$ cat config.mk
export PLATFORM = sky130hd
export DESIGN_NAME = hazard_unit
export DESIGN_NICKNAME = d
export VERILOG_FILES = /design/src/hw/cpu_pkg.sv /design/src/hw/hazard_unit.sv
export VERILOG_INCLUDE_DIRS = /design/src /design/src/hw
export SDC_FILE = /design/constraint.sdc
export NUM_CORES = 1
export LEC_CHECK = 0
export ABC_CLOCK_PERIOD_IN_PS = 1400
export BUFFER_PORTS_ARGS = -buffer_cell sky130_fd_sc_hd__buf_2
export CAP_MARGIN = 25
export CORE_AREA = 2 2 39 41
export DETAILED_ROUTE_END_ITERATION = 12
export DIE_AREA = 0 0 41 43
export PLACE_DENSITY = 0.74
export SYNTH_ARGS = -nofsm -noshare
export SYNTH_HDL_FRONTEND = slang
export SYNTH_SLANG_ARGS = --single-unit
$ cat constraint.sdc
create_clock -name vclk -period 1.4
set_input_delay 0.14 -clock vclk [all_inputs]
set_output_delay 0.14 -clock vclk [all_outputs]
set_load 0.03 [all_outputs]
$ cat src/hw/cpu_cfg.svh
`ifndef CPU_CFG_SVH
`define CPU_CFG_SVH

// datapath widths
`define CPU_WORD_W      32
`define CPU_REG_IDX_W   5
`define CPU_PC_W        6
`define CPU_DADDR_W     6
`define CPU_ALU_OP_W    3
`define CPU_FWD_W       2

// memory depths in words
`define CPU_IMEM_DEPTH  64
`define CPU_DMEM_DEPTH  64

// byte address of the output port
`define CPU_OUT_ADDR    32'h0000_0100

// opcodes
`define CPU_OP_RTYPE    6'h00
`define CPU_OP_ADDI     6'h08
`define CPU_OP_LW       6'h23
`define CPU_OP_SW       6'h2b
`define CPU_OP_BEQ      6'h04

// funct codes for r-type
`define CPU_FN_ADD      6'h20
`define CPU_FN_SUB      6'h22
`define CPU_FN_AND      6'h24
`define CPU_FN_OR       6'h25
`define CPU_FN_SLT      6'h2a

`define ALU_ADD         3'd0
`define ALU_SUB         3'd1
`define ALU_AND         3'd2
`define ALU_OR          3'd3
`define ALU_SLT         3'd4

// forwarding source for an EX operand
`define FWD_NONE        2'd0
`define FWD_MEM         2'd1
`define FWD_WB          2'd2

`endif

$ cat src/hw/cpu_pkg.sv
`default_nettype none
`include "cpu_cfg.svh"

package cpu_pkg;

    typedef logic [`CPU_WORD_W-1:0]    word_t;
    typedef logic [`CPU_REG_IDX_W-1:0] reg_idx_t;

    // word addresses, not byte addresses
    typedef logic [`CPU_PC_W-1:0]      pc_t;
    typedef logic [`CPU_DADDR_W-1:0]   daddr_t;

    typedef logic [`CPU_ALU_OP_W-1:0]  alu_op_t;
    typedef logic [`CPU_FWD_W-1:0]     fwd_sel_t;

endpackage

`default_nettype wire

$ cat src/hw/hazard_unit.sv
`default_nettype none
`timescale 1ns/1ps
`include "cpu_cfg.svh"

module hazard_unit import cpu_pkg::*; (
    input  wire word_t    id_instr,
    input  wire           id_valid,
    input  wire           ex_valid,
    input  wire           ex_mem_read,
    input  wire           ex_reg_write,
    input  wire reg_idx_t ex_dest,
    input  wire           mem_valid,
    input  wire           mem_reg_write,
    input  wire reg_idx_t mem_dest,
    output logic          stall
);

    logic [5:0] opcode;
    reg_idx_t   rs;
    reg_idx_t   rt;
    logic       is_beq;
    logic       uses_rs;
    logic       uses_rt;
    logic       ex_pending;
    logic       mem_pending;
    logic       load_use;
    logic       branch_dep;

    assign opcode  = id_instr[31:26];
    assign rs      = id_instr[25:21];
    assign rt      = id_instr[20:16];
    assign is_beq  = opcode == `CPU_OP_BEQ;
    assign uses_rt = opcode inside {`CPU_OP_RTYPE, `CPU_OP_SW, `CPU_OP_BEQ};
    assign uses_rs = uses_rt || opcode inside {`CPU_OP_ADDI, `CPU_OP_LW};

    // writes to r0 never block
    assign ex_pending  = ex_valid && ex_reg_write && ex_dest != '0;
    assign mem_pending = mem_valid && mem_reg_write && mem_dest != '0;

    assign load_use = ex_pending && ex_mem_read &&
                      ((uses_rs && rs == ex_dest) || (uses_rt && rt == ex_dest));

    // beq compares in ID, so it waits until the producer is in WB
    assign branch_dep = is_beq &&
                        ((ex_pending && (rs == ex_dest || rt == ex_dest)) ||
                         (mem_pending && (rs == mem_dest || rt == mem_dest)));

    assign stall = id_valid && (load_use || branch_dep);

endmodule

`default_nettype wire

=== Yosys cells after proc, flatten, opt, wreduce, memory -nomap -nowiden ===
Index checks and enable logic that the tools add are counted.
W data, S select, Z words.

* Register bits: 0
* Bits of input ports: 48
* Output and inout port bits: 1
* Logic and storage cells: 31

* Eq/ne operators: 8
* Reductions and logical operators: 23

{| class="wikitable"
|+ Operators with widths
! cell !! number
|-
| $eq A5 B5 Y1 || 4
|-
| $eq A6 B6 Y1 const B || 2
|-
| $logic_and A1 B1 Y1 || 12
|-
| $reduce_bool A5 Y1 || 2
|-
| $eq A6 B3 Y1 const B || 1
|-
| $eq A6 B4 Y1 const B || 1
|-
| $logic_not A6 Y1 || 1
|-
| $logic_or A1 B1 Y1 || 6
|-
| $reduce_bool A3 Y1 || 1
|-
| $reduce_bool A2 Y1 || 1
|}

=== Depth between registers and ports, before layout ===
* Depth in word-level cells: 8
* Gate-level depth with buffers: 5

=== Worst setup path after synthesis ===
No wires, ideal clock.

* Path type: input port to output port
* Start point: input id_instr[26]
* End point: output stall
* Arrival time: 1.141 ns
* Required time: 1.260 ns
* Slack: 0.119 ns
* Stages: 5
* Cell sequence: nor4_2 o211a_1 mux2i_1 a21oi_1 o21a_1

* Cells in the longest elaborated chain, start to end: 8
* Elaborated cells on any way between the ends: 15
* Classes of those cells: 4 x eq/ne; 11 x reduce/logical

{| class="wikitable"
|+ RTL lines
! element !! line !! RTL
|-
| from (decl) || hazard_unit.sv:6 || <nowiki>input wire word_t id_instr,</nowiki>
|-
| $eq A6 B6 Y1 (tied with other cells) || hazard_unit.sv:33 || <nowiki>assign uses_rt = opcode inside {`CPU_OP_RTYPE, `CPU_OP_SW, `CPU_OP_BEQ};</nowiki>
|-
| $reduce_bool A3 Y1 / $reduce_bool A2 Y1 (equally long branches) || hazard_unit.sv:33, hazard_unit.sv:34 ||
|-
| $logic_or A1 B1 Y1 || hazard_unit.sv:34 || <nowiki>assign uses_rs = uses_rt || opcode inside {`CPU_OP_ADDI, `CPU_OP_LW};</nowiki>
|-
| $logic_and A1 B1 Y1 || hazard_unit.sv:41 || <nowiki>((uses_rs && rs == ex_dest) || (uses_rt && rt == ex_dest));</nowiki>
|-
| $logic_or A1 B1 Y1 || hazard_unit.sv:41 ||
|-
| $logic_and A1 B1 Y1 || hazard_unit.sv:40 || <nowiki>assign load_use = ex_pending && ex_mem_read &&</nowiki>
|-
| $logic_or A1 B1 Y1 (*) || hazard_unit.sv:48 || <nowiki>assign stall = id_valid && (load_use || branch_dep);</nowiki>
|-
| $logic_and A1 B1 Y1 (*) || hazard_unit.sv:48 ||
|-
| to (decl) || hazard_unit.sv:15 || <nowiki>output logic stall</nowiki>
|}

Every way passes the cells marked *; elsewhere a longest branch is shown, timed or not.

=== Worst setup path in the final report ===
* Start point: input ex_dest[4]
* End point: output stall

* Cells in the longest elaborated chain, start to end: 7
* Elaborated cells on any way between the ends: 15
* Classes of those cells: 2 x eq/ne; 13 x reduce/logical

{| class="wikitable"
|+ RTL lines
! element !! line !! RTL
|-
| from (decl) || hazard_unit.sv:11 || <nowiki>input wire reg_idx_t ex_dest,</nowiki>
|-
| $eq A5 B5 Y1 / $reduce_bool A5 Y1 (equally long branches) || hazard_unit.sv:41, hazard_unit.sv:45, hazard_unit.sv:37 ||
|-
| $logic_or A1 B1 Y1 / $logic_and A1 B1 Y1 (equally long branches) || hazard_unit.sv:45, hazard_unit.sv:37 ||
|-
| $logic_and A1 B1 Y1 || hazard_unit.sv:45 || <nowiki>((ex_pending && (rs == ex_dest || rt == ex_dest)) ||</nowiki>
|-
| $logic_or A1 B1 Y1 || hazard_unit.sv:45 ||
|-
| $logic_and A1 B1 Y1 || hazard_unit.sv:44 || <nowiki>assign branch_dep = is_beq &&</nowiki>
|-
| $logic_or A1 B1 Y1 (*) || hazard_unit.sv:48 ||
|-
| $logic_and A1 B1 Y1 (*) || hazard_unit.sv:48 ||
|}

Marked as above.

==> reports/qor.yml <==
yosysTopAreaCellShare: 0.305
grt_pass1_wl_um: 1690
dp_hpwl_um: 935
path_class: "in2out"
rsz0062_at_grt: "true"
cap_violations: 0
p_int_mw: 0.0843
numSequentialCells: 0
worst_pin_slew_ns: 0.250
period_needed_ns: 1.47
hold_start: "id_valid"
area_growth_pct: 75.6
worst_ep_required_time_ns: 1.26
coreArea_um2: 1380
ys_warn_count: 0
synth-adder-area-share: 0
dr.pass1.iters: 4
num-clock-buffers: 0
min_path_type: "in2out"
synth_xor_area_frac: 0.509
antenna_found_initial: 0
final_nets: 133
postLayoutCoreUtil: 0.437
cp_common_cell: "buf_6"
worst_path_largest_cell_delay_ns: 0.51
p_sw_frac: 0.445
grt_pass1_vias: 443
yosys-top-cells-count: "xor2_1, xnor2_1, nand3_1, nor3_1, a21oi_1"
port_buffers: 33
relSlewSlack: 0.832
setup_viol: 1
status: "complete, but fails checks"
synth_top_cells_by_area: "xor2_1, xnor2_1, nand3_1"
ys_types: 18
grt_overflow: 0
finalWorstSetupSlack_ns: -0.0688
arrival_ns: 1.33
violations: "setup timing"
seq_power_share: 0
drt-initial-drc-count: 6
finalHoldViolCount: 0
fp.dieH_um: 43
rows: 14
finalMaxSlewViolations: 0
tns_ns: -0.0688
gp_congestion: 0.804
cp-startpoint: "ex_dest[4]"
holdWs_ns: 0.709
synth_top_family_by_area: "XOR/XNOR gates"
synth_compound_area_frac: 0.167
die_width_um: 41
crit_fanout: 2
syn-num-nets: 92
p_total_mw: 0.152
dieArea_um2: 1760
p_leak_nw: 0.280
yosysTopAreaCell: "xor2_1"
syn-instance-count: 44
ir_drop_uv: 98.1
fill_cells: 149
ff_latch_area_um2: 0
start_kind: "input pin"
avgSynthCellArea_um2: 7.82
drt_wl_total_um: 1040
route.detailed.drc: 0
p_clk_frac: 0
path_cells: "buf_6 > or4_4 > o211ai_1 > a21oi_2 > o21a_1 > buf_6"
synth-simple-area-share: 0.295
pre_cts_slack_ns: -0.0922
start_util: 0.249
synthMuxAreaShare: 0.0291
cpMaxStageDelayCell: "or4_4"
layout_worst_path_cycle_share: 1.05
io-pin-count: 49
cp-end-kind: "primary output"
drive_above_1_share: 0.554
syn_area_um2: 344
via_count: 462
vias_per_cell: 4.67
antenna_left: 0
yosysSeqAreaShare: 0
pwr-share-comb: 1.000
powerDensity_nw_per_um2: 251
grt_usage: 0.128
wl_per_cell_um: 10.5
p_sw_mw: 0.0676
n_antenna_cell: 0
grt_max_degree: 5
fmax_mhz: 681
yosysMostFrequentCell: "xor2_1"
## critical path, delay by kind of cell
| family | cells | cell delay, ns |
|---|---|---|
| buffers and inverters | 2 | 0.22 |
| and+or+nand+nor | 1 | 0.51 |
| AOI/OAI and AO/OA | 3 | 0.45 |
## through the flow
step                      instance area [um^2]  cells
after floorplan                            344     44
after global routing                       604     99
after CTS                                  591     99
after global placement                     574     99
after detailed placement                   574     99
final                                      604     99
## layer usage
layer	global-route usage	vias to the layer above	part of all wire	wire length, um
li1	-	243	-	-
met1	0.174	206	0.39	400
met2	0.222	13	0.53	551
met3	0.0105	0	0.081	84
met4	0	0	0	0
met5	0	-	0	0
## worst paths after layout
kind | end | slack, ns | depth (start not counted)
setup / recovery | stall | -0.07 | 6
hold / removal | stall | 0.71 | 5
## area by class of cell
cell class                 count  area (um^2)  share of cell area
timing repair buffer          39          223               0.369
tap                           16         20.0              0.0331
multi-input combinational     44          362               0.598
## cells by family after synthesis
family,after synthesis
AO/OA/AOI/OAI,8
AND/OR/NAND/NOR,15
XOR/XNOR,20
multiplexers,1
## layout by cell type, fill, tap and decap left out
master	netlist	final
buf_2	0	31
xor2_1	12	12
xnor2_1	8	8
buf_4	0	6
nor3_1	4	3
nand3_1	4	3
or4_4	1	2
a21oi_1	3	2
buf_6	0	2
and4b_1	1	1
nor4_2	1	1
o211ai_2	1	1
nor3_2	0	1
nand3_2	0	1
o211ai_1	1	1
a21oi_2	0	1
nand2_1	1	1
o211a_1	1	1
nand4b_1	1	1
nor3b_1	1	1
mux2i_1	1	1
o21ai_0	1	1
o21a_1	1	1
## timing repair
action                     in CTS  in global routing
pin swaps                       3                  4
hold buffers                    0                  0
setup endpoints to repair       1                  1
buffers inserted                0                  0
resized for setup               4                  3
## power groups by stage
stage	registers [mW]	logic (mW)	clock network, mW
after floorplan	0	0.0577	0
after global placement	0	0.142	0
after detailed placement	0	0.144	0
after CTS	0	0.148	0
after global routing	0	0.169	0
final	0	0.152	0
Note: power is estimated with default switching activity, not from simulation.
