$ cat config.mk
export PLATFORM = sky130hd
export DESIGN_NAME = fetch_stage
export DESIGN_NICKNAME = d
export VERILOG_FILES = /design/src/hw/cpu_pkg.sv /design/src/hw/fetch_stage.sv
export VERILOG_INCLUDE_DIRS = /design/src /design/src/hw
export SDC_FILE = /design/constraint.sdc
export NUM_CORES = 2
export LEC_CHECK = 0
export BUFFER_PORTS_ARGS = -buffer_cell sky130_fd_sc_hd__clkbuf_2
export CAP_MARGIN = 20
export CORE_ASPECT_RATIO = 0.6
export CORE_MARGIN = 8
export CORE_UTILIZATION = 35
export CTS_BUF_LIST = sky130_fd_sc_hd__clkbuf_16
export CTS_CLUSTER_DIAMETER = 100
export DETAILED_ROUTE_END_ITERATION = 10
export PLACE_DENSITY = 0.48
export SLEW_MARGIN = 20
export SYNTH_ARGS = -nofsm -noshare
export SYNTH_HDL_FRONTEND = slang
export SYNTH_SLANG_ARGS = --single-unit
$ cat constraint.sdc
create_clock -name clk -period 4.2 [get_ports clk]
set_input_delay 0 -clock clk [delete_from_list [all_inputs] [get_ports clk]]
set_output_delay 0 -clock clk [all_outputs]
set_load 0.02 [all_outputs]
$ cat src/hw/cpu_cfg.svh
`ifndef CPU_CFG_SVH
`define CPU_CFG_SVH

// datapath widths
`define CPU_WORD_W      32
`define CPU_REG_IDX_W   5
`define CPU_PC_W        6
`define CPU_DADDR_W     6
`define CPU_ALU_OP_W    3
`define CPU_FWD_W       2

// memory depths in words
`define CPU_IMEM_DEPTH  64
`define CPU_DMEM_DEPTH  64

// byte address of the output port
`define CPU_OUT_ADDR    32'h0000_0100

// opcodes
`define CPU_OP_RTYPE    6'h00
`define CPU_OP_ADDI     6'h08
`define CPU_OP_LW       6'h23
`define CPU_OP_SW       6'h2b
`define CPU_OP_BEQ      6'h04

// funct codes for r-type
`define CPU_FN_ADD      6'h20
`define CPU_FN_SUB      6'h22
`define CPU_FN_AND      6'h24
`define CPU_FN_OR       6'h25
`define CPU_FN_SLT      6'h2a

`define ALU_ADD         3'd0
`define ALU_SUB         3'd1
`define ALU_AND         3'd2
`define ALU_OR          3'd3
`define ALU_SLT         3'd4

// forwarding source for an EX operand
`define FWD_NONE        2'd0
`define FWD_MEM         2'd1
`define FWD_WB          2'd2

`endif

$ cat src/hw/cpu_pkg.sv
`default_nettype none
`include "cpu_cfg.svh"

package cpu_pkg;

    typedef logic [`CPU_WORD_W-1:0]    word_t;
    typedef logic [`CPU_REG_IDX_W-1:0] reg_idx_t;

    // word addresses, not byte addresses
    typedef logic [`CPU_PC_W-1:0]      pc_t;
    typedef logic [`CPU_DADDR_W-1:0]   daddr_t;

    typedef logic [`CPU_ALU_OP_W-1:0]  alu_op_t;
    typedef logic [`CPU_FWD_W-1:0]     fwd_sel_t;

endpackage

`default_nettype wire

$ cat src/hw/fetch_stage.sv
`default_nettype none
`timescale 1ns/1ps
`include "cpu_cfg.svh"

module fetch_stage import cpu_pkg::*; (
    input  wire        clk,
    input  wire        arst_n,
    input  wire        start,
    input  wire        prog_we,
    input  wire pc_t   prog_addr,
    input  wire word_t prog_data,
    input  wire        stall,
    input  wire        branch_taken,
    input  wire pc_t   branch_target,
    output word_t      id_instr,
    output pc_t        id_pc,
    output logic       id_valid
);

    word_t imem [`CPU_IMEM_DEPTH];
    pc_t   pc;
    logic  running;

    // program load only while idle
    always_ff @(posedge clk) begin
        if (prog_we && !running) begin
            imem[prog_addr] <= prog_data;
        end
    end

    always_ff @(posedge clk or negedge arst_n) begin
        if (!arst_n) begin
            running  <= 1'b0;
            pc       <= '0;
            id_valid <= 1'b0;
        end else if (start) begin
            running  <= 1'b1;
            pc       <= '0;
            id_valid <= 1'b0;
        end else if (running) begin
            if (branch_taken) begin
                // squash the instruction fetched behind the branch
                pc       <= branch_target;
                id_valid <= 1'b0;
            end else if (!stall) begin
                pc       <= pc + pc_t'(1);
                id_valid <= 1'b1;
            end
        end
    end

    // IF/ID payload
    always_ff @(posedge clk) begin
        if (running && !stall && !branch_taken) begin
            id_instr <= imem[pc];
            id_pc    <= pc;
        end
    end

endmodule

`default_nettype wire

==> Word level (Yosys, flattened, before mapping) <==
Memories as Yosys holds them, arrays and structs flattened. A register that Yosys moved wholly into a read port is not among the register bits.
Index checks and enable logic that the tools add are counted.
{ "totals": {"ff_bits": 14, "ram_bits": 2048, "input_bits": 50, "out_inout_bits": 39, "mem_count": 1} }
{ "memory_table": {"columns": ["memory", "words", "word_bits", "read_ports", "rd_ports_with_merged_regs", "write_ports", "line", "rtl"], "rows": [
  ["imem", 64, 32, 1, 1, 1, "fetch_stage.sv:20", "word_t imem [`CPU_IMEM_DEPTH];"]
]} }
{ "op_classes": {"addsub": 1, "eq_ne": 1, "mux": 10, "n_reduce_logical": 8} }
{ "op_table": {"columns": ["op", "count"], "rows": [
  ["6-bit 2-to-1 mux", 4],
  ["6-bit by 1-bit adder with 6-bit output (second input constant)", 1],
  ["1-bit 2-to-1 mux", 6],
  ["1-bit logical AND", 3],
  ["1-bit zero test", 3],
  ["3-bit by 2-bit inequality test with 1-bit output (second input constant)", 1],
  ["2-bit AND reduction", 1],
  ["2-bit nonzero test", 1]
]} }

==> Longest topological paths before layout <==
{ "depth": {"ltp_word": 5, "depth_mapped": 10, "mapped_depth_nobuf": 5} }

==> Worst setup path after synthesis <==
No wires, ideal clock.
{ "synth_timing": {"path_kind": "register to register", "startpoint": "reg running", "endpoint": "reg id_valid", "setup_ns": 0.076, "t_arrival_ns": 3.701, "path_slack_ns": 0.424, "path_stages_with_launch": 3, "n_path_buf": 0, "period_less_slack_ns": 3.776, "path_cell_list": "dfrtp_1 > nor3b_1 > a22o_1"} }
{ "synth_via": {"elab_chain_len": 2} }
{ "synth_rtl": {"columns": ["element", "line", "rtl"], "rows": [
  ["start, declared", "fetch_stage.sv:22", "logic running;"],
  ["start signal, assigned", "fetch_stage.sv:33", "running <= 1'b0;"],
  ["start signal, assigned", "fetch_stage.sv:37", "running <= 1'b1;"],
  ["2-bit nonzero test (no source line)", null, null],
  ["2-bit AND reduction (no source line)", null, null],
  ["end signal, assigned", "fetch_stage.sv:35", "id_valid <= 1'b0;"],
  ["end signal, assigned", "fetch_stage.sv:39", "id_valid <= 1'b0;"],
  ["end signal, assigned", "fetch_stage.sv:44", "id_valid <= 1'b0;"],
  ["end, declared", "fetch_stage.sv:17", "output logic id_valid"]
]} }
Every way passes these cells.
A chain may end at the register's enable or synchronous reset.

==> Worst setup path after layout <==
{ "layout_timing": {"startpoint": "reg running", "endpoint": "mem imem[13][2] (netlist bit), enable pin"} }
{ "layout_via": {"elab_chain_len": 4} }
{ "layout_rtl": {"columns": ["element", "line", "rtl"], "rows": [
  ["1-bit zero test", "fetch_stage.sv:26", "if (prog_we && !running) begin"],
  ["1-bit logical AND", "fetch_stage.sv:26", null],
  ["1-bit 2-to-1 mux", "fetch_stage.sv:26", null],
  ["1-bit 2-to-1 mux (not written as such)", "fetch_stage.sv:27", "imem[prog_addr] <= prog_data;"],
  ["end, declared", "fetch_stage.sv:20", null]
]} }
Every way passes these cells.

==> PnR_summary.wiki <==
{| class="wikitable"
! Metric !! Value
|-
| Run status || finished, final reports clean
|-
| Wirelength per Cell || 35.3 um
|-
| Kind of start point of the critical path || register
|-
| Crit Path Class || register to register
|-
| Number of clock sinks || 2094
|-
| Antenna violations before repair || 29
|-
| Leftover overflow at the end of global routing || 0
|-
| Fin cells || 7137
|-
| Combined area of all synthesized cells || 79900 sq um
|-
| Buffers from clock root to sink, at most || 4
|-
| Remaining max-slew budget at the tightest pin || 17.3%
|-
| Total vias in the final route || 40000
|-
| NetSw || 0.00989 W
|-
| Post-CTS repair timing setup buffer count || 0
|-
| Endpoint type of the worst setup path || register
|-
| TritonCTS clock tree || built
|-
| I/O pin count || 89
|-
| Share of async-settable or async-resettable flops after synthesis || 0.382%
|-
| Total power after layout || 0.0435 W
|-
| DIE AREA || 244000 sq um
|-
| Power per unit of standard cell area || 471 nW/um^2
|-
| Synth warnings || 0
|-
| Data required time at the worst endpoint || 4.70 ns
|-
| RSZ-0062 raised after global routing || no
|-
| Detailed placement HPWL || 149000 um
|-
| Fill count || 20100
|-
| Largest fanout on the critical path || 11
|-
| Standard-cell row count || 136
|-
| Number of instances in the synthesized netlist || 3577
|-
| Detailed-route wire length || 252000 um
|-
| Arrival time of the worst setup path || 4.46 ns
|-
| Worst Clk Skew || 0.0491 ns
|-
| Number of flops mapped to enable cells by yosys || 2086
|-
| Clock-pin transition on the worst setup and hold timing paths || 0.07 ns
|-
| Gr usage total || 20.2%
|-
| Via-to-Cell Ratio || 5.60
|-
| Top flip-flop cell by instance count after synthesis || edfxtp_1
|-
| Min cycle time layout || 3.96 ns
|-
| Measured slew at the worst slew-check pin || 1.21 ns
|-
| Uppermost metal layer occupied by signal nets || met5
|-
| Post-synthesis net count || 3628
|-
| Cell Count Post-Placement || 6735
|-
| Final number of max-transition violations || 0
|-
| Vias in the first global route || 39500
|-
| Fraction of layout instances using a drive strength above 1 || 26.8%
|-
| Top cells by area in the synthesized netlist || edfxtp_1 78%, mux4_2 12%, mux2i_1 3.0%, a211oi_1 0.56%, a22oi_1 0.50%
|-
| Number of optimization iterations in the first detailed-route pass || 7
|-
| Length of routed wiring on met1 || 116000 um
|-
| Clock root buffer master || clkbuf_16
|-
| Wire length on met2 || 106000 um
|-
| Leakage power total || 28.4 nW
|-
| Finished Core Util || 40.5%
|-
| IR drop worst, VDD || 0.000287 V
|-
| Setup Total Neg Slack || 0 ns
|-
| Number of violations reported at the end of detailed-routing iteration 0 || 5671
|-
| Placeable core area || 228000 sq um
|-
| Wire length of the first global-routing pass || 341000 um
|-
| Mean instance size in the synthesized netlist || 22.3 sq um
|-
| Class of the tightest hold or removal check || primary input to register
|-
| Crit share post-route || 94.4%
|-
| Number of endpoints failing setup at the final stage || 0
|-
| Die height || 386 um
|-
| DRC Markers || 0
|-
| Synthesis-to-layout area growth || 15.6%
|-
| Worst hold margin || 0.0661 ns
|-
| Seq cells post-synth || 2094
|-
| Switching share of total power || 22.7%
|-
| Clock buffers created by TritonCTS || 196
|-
| Starting Density || 35.1%
|-
| Net total in the final layout || 4007
|-
| Max H-tree Level || 4
|-
| Final Hold Viols || 0
|-
| Count of distinct cell types in the synthesized netlist || 60
|-
| FF-to-FF setup slack || 0.24 ns
|-
| Sequential share of the synthesized area || 78.6%
|-
| Die outline width || 633 um
|-
| Internal power || 0.0336 W
|-
| DRT antenna net count || 0
|-
| IO buf count || 88
|-
| Routed length on met3 || 25100 um
|-
| Logic gate share of total power || 8.0%
|-
| Achievable clock frequency || 252 MHz
|-
| Maximum number of pins on one net before global-route repair || 87
|-
| Power share of the clock group || 38.9%
|-
| Number of max-cap violations || 0
|-
| Routability Congestion || 0.775
|-
| Sequential cell fraction of total power || 53.2%
|-
| Top cell type's share of synthesized area || 78.4%
|-
| Library cell occupying the most area in the post-synthesis netlist || edfxtp_1
|-
| Worst-Skew Late Latency || 0.85 ns
|}
[layout by cell type (no fill, tap or decap), types with 35 or more instances in the layout]
master / synthesis / routed
clkinv_1: 0 / 41
inv_1: 2 / 46
dlygate4sd3_1: 0 / 58
nand2_1: 39 / 39
buf_4: 33 / 186
a22o_1: 35 / 35
edfxtp_1: 2086 / 2086
a21oi_1: 54 / 54
mux4_2: 419 / 419
o21ai_0: 38 / 36
clkbuf_16: 0 / 199
mux2i_1: 243 / 243
a211oi_1: 60 / 60
nor2_4: 0 / 65
o221ai_1: 43 / 43
a22oi_1: 53 / 53
clkbuf_2: 0 / 88
buf_12: 0 / 53
o22ai_1: 53 / 53
[synthesized netlist by cell type, types with 38 or more instances]
master,instances
mux2i_1,243
mux4_2,419
nand2_1,39
clkbuf_1,70
o21ai_0,38
buf_2,63
o221ai_1,43
a21oi_1,54
a22oi_1,53
nor2_1,96
a211oi_1,60
edfxtp_1,2086
o22ai_1,53
[layer usage]
metal / GRT usage (%) / up-vias
met2: 28.7 / 1882
met1: 31.1 / 21800
met5: 0.179 / -
met4: 3.91 / 6
met3: 5.59 / 309
li1: - / 16000
[power groups by stage]
stage / Sequential (W) / Combinational (W) / Clock [W]
final: 0.0231 / 0.00346 / 0.0169
after global routing: 0.0231 / 0.00367 / 0.0180
after CTS: 0.0231 / 0.00349 / 0.0172
after detailed placement: 0.0236 / 0.00343 / 0
after global placement: 0.0236 / 0.00343 / 0
after floorplan: 0.0235 / 0.00206 / 0
[cells by family (layout without fill, tap and decap cells)]
group / count (synthesis) / in the layout / synth area share [%]
flops: 2094 / 2094 / 78.6
mux: 669 / 669 / 14.9
compound gates: 403 / 403 / 3.64
buf+inv: 208 / 728 / 1.57
simple gates: 202 / 202 / 1.21
fa+ha+maj: 1 / 1 / 0.0156
other cells: 0 / 4 / 0
[layout make-up]
cell class	instances	area [sq um]	area share, %
Sequential cell	2094	62900	68.0
Multi-Input combinational cell	1275	16400	17.7
Clock buffer	199	4980	5.39
Tap cell	3036	3800	4.11
Timing Repair Buffer	387	3500	3.78
Clock inverter	140	890	0.963
Antenna cell	4	10.0	0.0108
Inverter	2	7.51	0.00812
[final timing paths]
kind	startpoint	end	depth (start not counted)
hold reg to reg	id_valid	id_valid	1
setup reg to reg	running	imem[13][2]	7
hold / removal	start	running	3
max in group asynchronous	arst_n	pc[4]	3
min in group asynchronous	arst_n	pc[1]	3
setup / recovery	running	imem[13][2]	7
[per-stage QoR]
step / area [sq um] / setup WS [ns]
floorplan: 79900 / 0.424
global placement: 85900 / 0.556
detailed placement: 85900 / 0.832
CTS: 92400 / 0.252
global route: 92400 / 0.107
finish: 92400 / 0.235
[timing repair]
| item | 4_1_cts | 5_1_grt |
|---|---|---|
| hold endpoints to repair | 2026 | 0 |
| gates resized for setup | 0 | 0 |
| setup endpoints to repair | 0 | 0 |
| hold buffers | 58 | 0 |
[worst max-delay path: stages (launching register included)]
cell           delay, ns
dfrtp_1             0.54
nor3b_1             0.49
dlygate4sd3_1       0.63
nand3_1             0.09
dlygate4sd3_1       0.57
buf_4               0.20
nor2_4              0.66
buf_4               0.41
[registers in the layout (all words and copies together), names as in the netlist]
register  flops
id_instr     32
id_pc         6
id_valid      1
imem       2048
pc            6
running       1
(Power assumes the default switching activity.)
